<file path="config.mk">
export PLATFORM = sky130hd
export DESIGN_NAME = lruReplTop
export DESIGN_NICKNAME = d
export VERILOG_FILES = /design/src/lruPkg.sv /design/src/lruDualPortRam.sv /design/src/lruInitCounter.sv /design/src/lruPseudo.sv /design/src/lruRefSequencer.sv /design/src/lruReplTop.sv
export SDC_FILE = /design/constraint.sdc
export NUM_CORES = 1
export LEC_CHECK = 0
export BUFFER_PORTS_ARGS = -buffer_cell sky130_fd_sc_hd__buf_2
export CAP_MARGIN = 10
export CORE_ASPECT_RATIO = 0.7
export CORE_MARGIN = 2
export CORE_UTILIZATION = 30
export DETAILED_ROUTE_END_ITERATION = 8
export SLEW_MARGIN = 10
export SYNTH_ARGS = -nofsm -noshare
export SYNTH_HDL_FRONTEND = slang
export SYNTH_SLANG_ARGS = --single-unit
</file>
<file path="constraint.sdc">
create_clock -name clk -period 3.9 [get_ports clk]
set_clock_uncertainty 0.1 [all_clocks]
set_input_delay 0.78 -clock clk [delete_from_list [all_inputs] [get_ports clk]]
set_output_delay 0.78 -clock clk [all_outputs]
set_load 0.02 [all_outputs]
</file>
<file path="src/lruPkg.sv">
// Shared way count, way vector and way index types, and the reference
// sequencer state encoding for the pseudo-LRU store
package lruPkg;

    // ============================================================
    // Way geometry
    // ============================================================

    // Number of ways in every cache set
    // The way vector and way index types below are sized from it
    localparam int NWays = 4;

    // One bit per way
    // Used for the pseudo-LRU state, reference masks and one-hot answers
    typedef logic [NWays-1:0] wayVecT;

    // Binary way number, as returned by the lookup encoder
    typedef logic [$clog2(NWays)-1:0] wayIdxT;

    // ============================================================
    // Reference sequencer states
    // ============================================================

    // A reference is first captured while idle, then written back
    // during the single cycle spent in refWrite
    typedef enum logic
    {
        refIdle,
        refWrite
    } refStateT;

endpackage

</file>
<file path="src/lruDualPortRam.sv">
// Two-port synchronous RAM holding one pseudo-LRU way vector per set,
// with one-cycle read latency on each port
module lruDualPortRam
#(
    parameter int NEntries = 16
)
(
    input  logic                        clk,

    // Port 0
    input  logic [$clog2(NEntries)-1:0] addr0,
    input  logic                        wen0,
    input  lruPkg::wayVecT              wdata0,
    output lruPkg::wayVecT              rdata0,

    // Port 1
    input  logic [$clog2(NEntries)-1:0] addr1,
    input  logic                        wen1,
    input  lruPkg::wayVecT              wdata1,
    output lruPkg::wayVecT              rdata1
);

    // Storage array, one way vector per set
    lruPkg::wayVecT mem [NEntries];

    // Both ports share a single clock
    // The read word is captured at the same edge as any write, so a read of
    // a word being written in that cycle still returns the old contents
    always_ff @(posedge clk)
    begin
        rdata0 <= mem[addr0];
        rdata1 <= mem[addr1];

        // Port 1 is written first so that port 0 wins if both ever hit the
        // same word, though the pseudo-LRU block already prevents that
        if (wen1)
        begin
            mem[addr1] <= wdata1;
        end
        if (wen0)
        begin
            mem[addr0] <= wdata0;
        end
    end

endmodule

</file>
<file path="src/lruInitCounter.sv">
// Post-reset initialization sweep over all set indices
module lruInitCounter
#(
    parameter int NEntries = 16
)
(
    input  logic                        clk,
    input  logic                        resetb,

    // Set currently being cleared by the sweep
    output logic [$clog2(NEntries)-1:0] initIdx,
    // High once every set has been cleared, and held from then on
    output logic                        initDone
);

    localparam int IdxW = $clog2(NEntries);

    // One bit wider than the set index
    // Its top bit sets exactly after NEntries increments
    logic [IdxW:0] sweepCnt;

    assign initIdx  = sweepCnt[IdxW-1:0];
    assign initDone = sweepCnt[IdxW];

    // Count one set per clock until the top bit rises, then freeze
    always_ff @(posedge clk)
    begin
        if (!resetb)
        begin
            sweepCnt <= '0;
        end
        else if (!initDone)
        begin
            sweepCnt <= sweepCnt + 1'b1;
        end
    end

endmodule

</file>
<file path="src/lruPseudo.sv">
// Pseudo-LRU block with port arbitration, OR-and-clear update rule and
// the first-free-way lookup encoder
module lruPseudo
#(
    parameter int NEntries = 16
)
(
    input  logic                        clk,
    input  logic                        resetb,

    // Init sweep from the init counter
    input  logic [$clog2(NEntries)-1:0] initIdx,
    input  logic                        initDone,

    // Lookup port, answered one cycle after lookupEn
    input  logic [$clog2(NEntries)-1:0] lookupIdx,
    input  logic                        lookupEn,
    output lruPkg::wayVecT              lookupVecRsp,
    output lruPkg::wayIdxT              lookupRsp,

    // Reference ports, best effort
    input  logic [$clog2(NEntries)-1:0] refIdx0,
    input  logic [$clog2(NEntries)-1:0] refIdx1,
    input  lruPkg::wayVecT              refWayVec0,
    input  lruPkg::wayVecT              refWayVec1,
    input  logic                        refEn0,
    input  logic                        refEn1
);

    localparam int IdxW = $clog2(NEntries);

    typedef logic [IdxW-1:0] setIdxT;

    // OR the referenced ways into the stored vector
    // When every way ends up marked, the whole vector starts over at zero
    function automatic lruPkg::wayVecT orClear(input lruPkg::wayVecT cur,
                                               input lruPkg::wayVecT refWay);
        lruPkg::wayVecT merged;
        merged = cur | refWay;
        return (&merged) ? '0 : merged;
    endfunction

    setIdxT         addr0;
    setIdxT         addr1;
    logic           wen0;
    logic           wen1;
    lruPkg::wayVecT wdata0;
    lruPkg::wayVecT wdata1;
    lruPkg::wayVecT rdata0;
    lruPkg::wayVecT rdata1;

    logic           accept0;
    logic           accept1;
    logic           busy0;
    logic           busy1;
    setIdxT         heldIdx0;
    setIdxT         heldIdx1;
    lruPkg::wayVecT heldWay0;
    lruPkg::wayVecT heldWay1;

    lruDualPortRam #(.NEntries(NEntries)) ram0 (
        .clk    (clk),
        .addr0  (addr0),
        .wen0   (wen0),
        .wdata0 (wdata0),
        .rdata0 (rdata0),
        .addr1  (addr1),
        .wen1   (wen1),
        .wdata1 (wdata1),
        .rdata1 (rdata1)
    );

    // ============================================================
    // Port 0 serves the init sweep and reference port 0
    // ============================================================

    // References are only taken once the sweep has finished
    assign accept0 = refEn0 && initDone;

    lruRefSequencer #(.NEntries(NEntries)) seq0 (
        .clk       (clk),
        .resetb    (resetb),
        .accept    (accept0),
        .refIdx    (refIdx0),
        .refWayVec (refWayVec0),
        .busy      (busy0),
        .heldIdx   (heldIdx0),
        .heldWay   (heldWay0)
    );

    // Sweep writes every cycle until done, otherwise write in refWrite
    assign wen0 = busy0 || !initDone;

    always_comb
    begin
        if (!initDone)
        begin
            addr0  = initIdx;
            wdata0 = '0;
        end
        else if (busy0)
        begin
            addr0  = heldIdx0;
            wdata0 = orClear(rdata0, heldWay0);
        end
        else
        begin
            // Idle, so start reading the set of any incoming reference
            addr0  = refIdx0;
            wdata0 = '0;
        end
    end

    // ============================================================
    // Port 1 serves lookups first, reference port 1 second
    // ============================================================

    // A port 1 reference colliding with a lookup is dropped
    assign accept1 = refEn1 && !lookupEn && initDone;

    lruRefSequencer #(.NEntries(NEntries)) seq1 (
        .clk       (clk),
        .resetb    (resetb),
        .accept    (accept1),
        .refIdx    (refIdx1),
        .refWayVec (refWayVec1),
        .busy      (busy1),
        .heldIdx   (heldIdx1),
        .heldWay   (heldWay1)
    );

    // The write loses to a lookup, and to a port 0 write of the same set
    assign wen1 = busy1 && !lookupEn && !(wen0 && (addr0 == addr1));

    always_comb
    begin
        if (lookupEn)
        begin
            addr1  = lookupIdx;
            wdata1 = '0;
        end
        else if (busy1)
        begin
            addr1  = heldIdx1;
            wdata1 = orClear(rdata1, heldWay1);
        end
        else
        begin
            addr1  = refIdx1;
            wdata1 = '0;
        end
    end

    // Lookup encoder picks the lowest-numbered way whose bit is clear
    // An all-ones vector never reaches storage, but gives a zero answer
    always_comb
    begin
        lookupVecRsp = '0;
        lookupRsp    = '0;
        for (int w = lruPkg::NWays - 1; w >= 0; w--)
        begin
            if (!rdata1[w])
            begin
                lookupVecRsp    = '0;
                lookupVecRsp[w] = 1'b1;
                lookupRsp       = lruPkg::wayIdxT'(w);
            end
        end
    end

endmodule

</file>
<file path="src/lruRefSequencer.sv">
// Two-state reference sequencer that captures one reference and holds it
// through the cycle in which it is written back
module lruRefSequencer
#(
    parameter int NEntries = 16
)
(
    input  logic                        clk,
    input  logic                        resetb,

    // Qualified request from the pseudo-LRU block
    input  logic                        accept,
    input  logic [$clog2(NEntries)-1:0] refIdx,
    input  lruPkg::wayVecT              refWayVec,

    // High during the write cycle, when new references are ignored
    output logic                        busy,
    output logic [$clog2(NEntries)-1:0] heldIdx,
    output lruPkg::wayVecT              heldWay
);

    localparam int IdxW = $clog2(NEntries);

    typedef logic [IdxW-1:0] setIdxT;

    lruPkg::refStateT state;
    setIdxT           idxReg;
    lruPkg::wayVecT   wayReg;
    logic             capture;

    // A reference is only taken while idle
    assign capture = (state == lruPkg::refIdle) && accept;

    assign busy    = (state == lruPkg::refWrite);
    assign heldIdx = idxReg;
    assign heldWay = wayReg;

    // ============================================================
    // State machine
    // ============================================================

    always_ff @(posedge clk)
    begin
        if (!resetb)
        begin
            state <= lruPkg::refIdle;
        end
        else
        begin
            case (state)
                lruPkg::refIdle:
                begin
                    if (accept)
                    begin
                        state <= lruPkg::refWrite;
                    end
                end
                // The write always completes in one cycle
                lruPkg::refWrite: state <= lruPkg::refIdle;
                default:          state <= lruPkg::refIdle;
            endcase
        end
    end

    // Held reference, loaded when the machine leaves idle
    always_ff @(posedge clk)
    begin
        if (capture)
        begin
            idxReg <= refIdx;
            wayReg <= refWayVec;
        end
    end

endmodule

</file>
<file path="src/lruReplTop.sv">
// Top level of the replacement-state store, joining the init counter
// and the pseudo-LRU block
module lruReplTop
#(
    parameter int NEntries = 16
)
(
    input  logic                        clk,
    input  logic                        resetb,

    // Lookup port
    input  logic [$clog2(NEntries)-1:0] lookupIdx,
    input  logic                        lookupEn,
    output lruPkg::wayVecT              lookupVecRsp,
    output lruPkg::wayIdxT              lookupRsp,

    // Reference port 0
    input  logic [$clog2(NEntries)-1:0] refIdx0,
    input  lruPkg::wayVecT              refWayVec0,
    input  logic                        refEn0,

    // Reference port 1
    input  logic [$clog2(NEntries)-1:0] refIdx1,
    input  lruPkg::wayVecT              refWayVec1,
    input  logic                        refEn1,

    // Level, high once the init sweep has cleared every set
    output logic                        rdy
);

    localparam int IdxW = $clog2(NEntries);

    logic [IdxW-1:0] initIdx;
    logic            initDone;

    assign rdy = initDone;

    lruInitCounter #(.NEntries(NEntries)) init0 (
        .clk      (clk),
        .resetb   (resetb),
        .initIdx  (initIdx),
        .initDone (initDone)
    );

    lruPseudo #(.NEntries(NEntries)) lru0 (
        .clk          (clk),
        .resetb       (resetb),
        .initIdx      (initIdx),
        .initDone     (initDone),
        .lookupIdx    (lookupIdx),
        .lookupEn     (lookupEn),
        .lookupVecRsp (lookupVecRsp),
        .lookupRsp    (lookupRsp),
        .refIdx0      (refIdx0),
        .refIdx1      (refIdx1),
        .refWayVec0   (refWayVec0),
        .refWayVec1   (refWayVec1),
        .refEn0       (refEn0),
        .refEn1       (refEn1)
    );

endmodule
</file>
==> results.sh <==
export IMPL_grt_antenna_before_repair=0
export IMPL_hold_buffers=0
export IMPL_reg2reg_from="lru0.seq1.busy$_SDFF_PP0_"
export IMPL_syn_area_sq_mm=0.00555
export IMPL_hold_class="reg2reg"
export IMPL_dieArea_sq_mm=0.0196
export IMPL_fin_area_sq_mm=0.00627
export IMPL_grt_max_degree=33
export IMPL_irDropWorstVdd_uv=343
export IMPL_r2r_end="lru0.ram0.mem[13][3]$_DFFE_PP_"
export IMPL_leakage_nw=2.64
export IMPL_die_h_microns=118
export IMPL_setup_viol=0
export IMPL_placed_cell_area_sq_mm=0.00593
export IMPL_post_route_min_period_ns=3.19
export IMPL_pwr_density_cell_mw_per_mm2=395
export IMPL_synth_distinct_cells=41
export IMPL_drive_gt1_share_pct=18.3
export IMPL_hold_viol_final=0
export IMPL_cts_htree_levels=3
export IMPL_placementRows=41
export IMPL_critical_path_class="in2reg"
export IMPL_critPathArrivalTime_ns=3.07
export IMPL_reg2regPathDepth=6
export IMPL_grt_pass1_vias=4203
export IMPL_cts_tree="built"
export IMPL_stdcell_count=751
export IMPL_insertion_delay_ns=0.35
export IMPL_dpl_cell_count=736
export IMPL_numPortBuffers=31
export IMPL_drv_slew=0
export IMPL_synthArstFlopShare_pct=0
export IMPL_final_cell_mix="mux2i_1 (107), edfxtp_1 (80), nand2_1 (72)"
export IMPL_r2r_slack_ns=0.74
export IMPL_final_core_utilization_pct=34.7
export IMPL_die_w_microns=167
export IMPL_final_common_cell="mux2i_1"
export IMPL_syn_inst=495
export IMPL_cts_inserted_buffers=9
export IMPL_critPathCaptureType="flip-flop"
export IMPL_whs_ns=0.414
export IMPL_min_path_cells=2
export IMPL_firstDrtPassIters=5
export IMPL_rsz0062_at_grt="no"
export IMPL_clock_sinks=95
export IMPL_ys_flop_type="edfxtp_1"
export IMPL_core_area_sq_mm=0.0181
export IMPL_clockBufferDepth=2
export IMPL_place_congestion=0.946
export IMPL_synth_edff_count=80
export IMPL_synth_fp_nets=521
export IMPL_yosysWarnings=0
export IMPL_vias=4227
export IMPL_cts_root_buf="clkbuf_16"
export IMPL_required_ns=3.78
export IMPL_initial_core_util_pct=30.7
export IMPL_post_cts_buffers=0
export IMPL_grt_ovfl_total=0
export IMPL_drt_total_wl_mm=17.0
export IMPL_ys_seq_elements=95
export IMPL_area_growth_pct=13.1
export IMPL_drv_cap=0
export IMPL_drcViolationCount=0
export IMPL_post_cts_resize_count=0
export IMPL_tns_ns=0
export IMPL_grt_pass1_wl_mm=25.8
export IMPL_yosysSeqAreaShare_pct=48.7
export IMPL_worst_pin_slew_ns=1.18
export IMPL_nNetsFinal=537
export IMPL_diodes=0
export IMPL_wl_per_cell_microns=22.6
export IMPL_crit_fanout=26
export IMPL_final_antenna_net_count=0
export IMPL_ios=32
export IMPL_min_delay_start="init0.sweepCnt[0]$_SDFFE_PN0N_"
export IMPL_dp_hpwl_mm=12.0
export IMPL_avgSynthCellArea_sq_um=11.2
export IMPL_first_iter_violations=389
export IMPL_outcome="completed"
export IMPL_slew_headroom_pct=21.3
export IMPL_whs_endpoint="init0.sweepCnt[0]$_SDFFE_PN0N_"
export IMPL_max_freq_mhz=313
export IMPL_via_per_inst=5.63
export IMPL_clk_pin_slew_ns=0.06
export IMPL_critPathLaunchType="input port"
export IMPL_final_period_utilization_pct=81.8
export IMPL_grtUsageTotal_pct=17.4
==> power breakdown <==
group	total, W	internal (W)	switching [W]
sequential	0.00116	0.00113	0.0000318
clock	0.00100	0.000626	0.000376
combinational	0.000321	0.000119	0.000201
total	0.00248	0.00187	0.000609
==> cells in the mapped netlist, types with 2 or more instances <==
library cell	count	area share, %
xnor2_1	3	0.47
nand2_1	72	4.9
a21oi_1	17	1.5
nand2b_1	3	0.34
clkbuf_1	21	1.4
a21boi_0	2	0.27
nor2_1	23	1.6
buf_2	4	0.36
mux2i_1	107	19
a21o_1	2	0.27
buf_6	4	0.81
a31oi_1	5	0.56
o31ai_1	16	2.2
nor3b_1	2	0.27
o21ai_0	13	1.2
a22o_1	4	0.63
inv_1	2	0.14
and2_1	5	0.56
o211ai_1	16	2.2
nand4_1	4	0.45
o21ai_1	8	0.72
nor2b_1	6	0.68
edfxtp_1	80	43
nand3_1	8	0.72
nor4_4	2	0.77
dfxtp_1	15	5.4
mux2_2	28	5.7
o22ai_1	4	0.45
a22oi_1	4	0.54
a221o_1	4	0.72
==> layer usage <==
| metal | track usage, % | share of wire (%) |
|---|---|---|
| met1 | 26.0 | 47 |
| met2 | 23.9 | 40 |
| met3 | 5.75 | 11 |
| met4 | 4.42 | 2.0 |
| met5 | 0 | 0 |
==> worst max path at each step <==
| stage | from | to | slack, ns | cells past startpoint |
|---|---|---|---|---|
| after CTS | lookupEn | lru0.ram0.mem[13][0]$_DFFE_PP_ | 0.73 | 6 |
| after global routing | lookupEn | lru0.ram0.mem[13][1]$_DFFE_PP_ | 0.44 | 6 |
| final | lookupEn | lru0.ram0.mem[13][3]$_DFFE_PP_ | 0.71 | 6 |
| after floorplan | lookupEn | lru0.ram0.mem[10][0]$_DFFE_PP_ | 0.91 | 6 |
| after detailed placement | lookupEn | lru0.ram0.mem[13][0]$_DFFE_PP_ | 0.39 | 6 |
| after global placement | lookupEn | lru0.ram0.mem[13][0]$_DFFE_PP_ | 0.53 | 6 |
==> registers in the layout (all words and copies together) (netlist names) <==
name and cells:
lru0.seq1.heldWay 4, lru0.seq0.busy 1, lru0.ram0.mem 64, lru0.seq1.heldIdx 4
lru0.seq0.heldWay 4, lru0.ram0.rdata1 4, lru0.seq1.busy 1, lru0.ram0.rdata0 4
lru0.seq0.heldIdx 4, init0.sweepCnt 5
==> critical path, stage by stage <==
cell and delay [ns]:
buf_2 0.38, mux2i_1 0.51, a21boi_0 0.24, o211ai_2 0.31
nor4_4 0.16, o31ai_1 0.67
==> metrics by stage <==
| stage | setup slack, ns | power (W) |
|---|---|---|
| 2_1_floorplan | 0.914 | 0.00139 |
| 3_3_place_gp | 0.532 | 0.00148 |
| 3_5_place_dp | 0.393 | 0.00149 |
| 4_1_cts | 0.732 | 0.00248 |
| 5_1_grt | 0.443 | 0.00255 |
| 6_report | 0.708 | 0.00248 |
==> cells by family (layout without fill, tap and decap cells) <==
kind of cell / count (synthesis) / count (layout) / share of synthesized area (%)
buffers and inverters: 33 / 53 / 2.86
adders and majority gates: 1 / 1 / 0.225
AOI/OAI and AO/OA: 99 / 99 / 11.9
and+or+nand+nor: 128 / 128 / 10.6
xor gates and xnor gates: 3 / 3 / 0.473
muxes: 136 / 136 / 25.2
DFF: 95 / 95 / 48.7
==> layout make-up <==
class	instances	area, sq um
clock inverters	5	106
inverters	3	11.3
flip-flops and latches	95	2700
fillers	1769	11800
well taps	236	295
repair buffers	35	185
clock buffers	10	229
multi-input cells	367	2750
(Power assumes the default switching activity.)
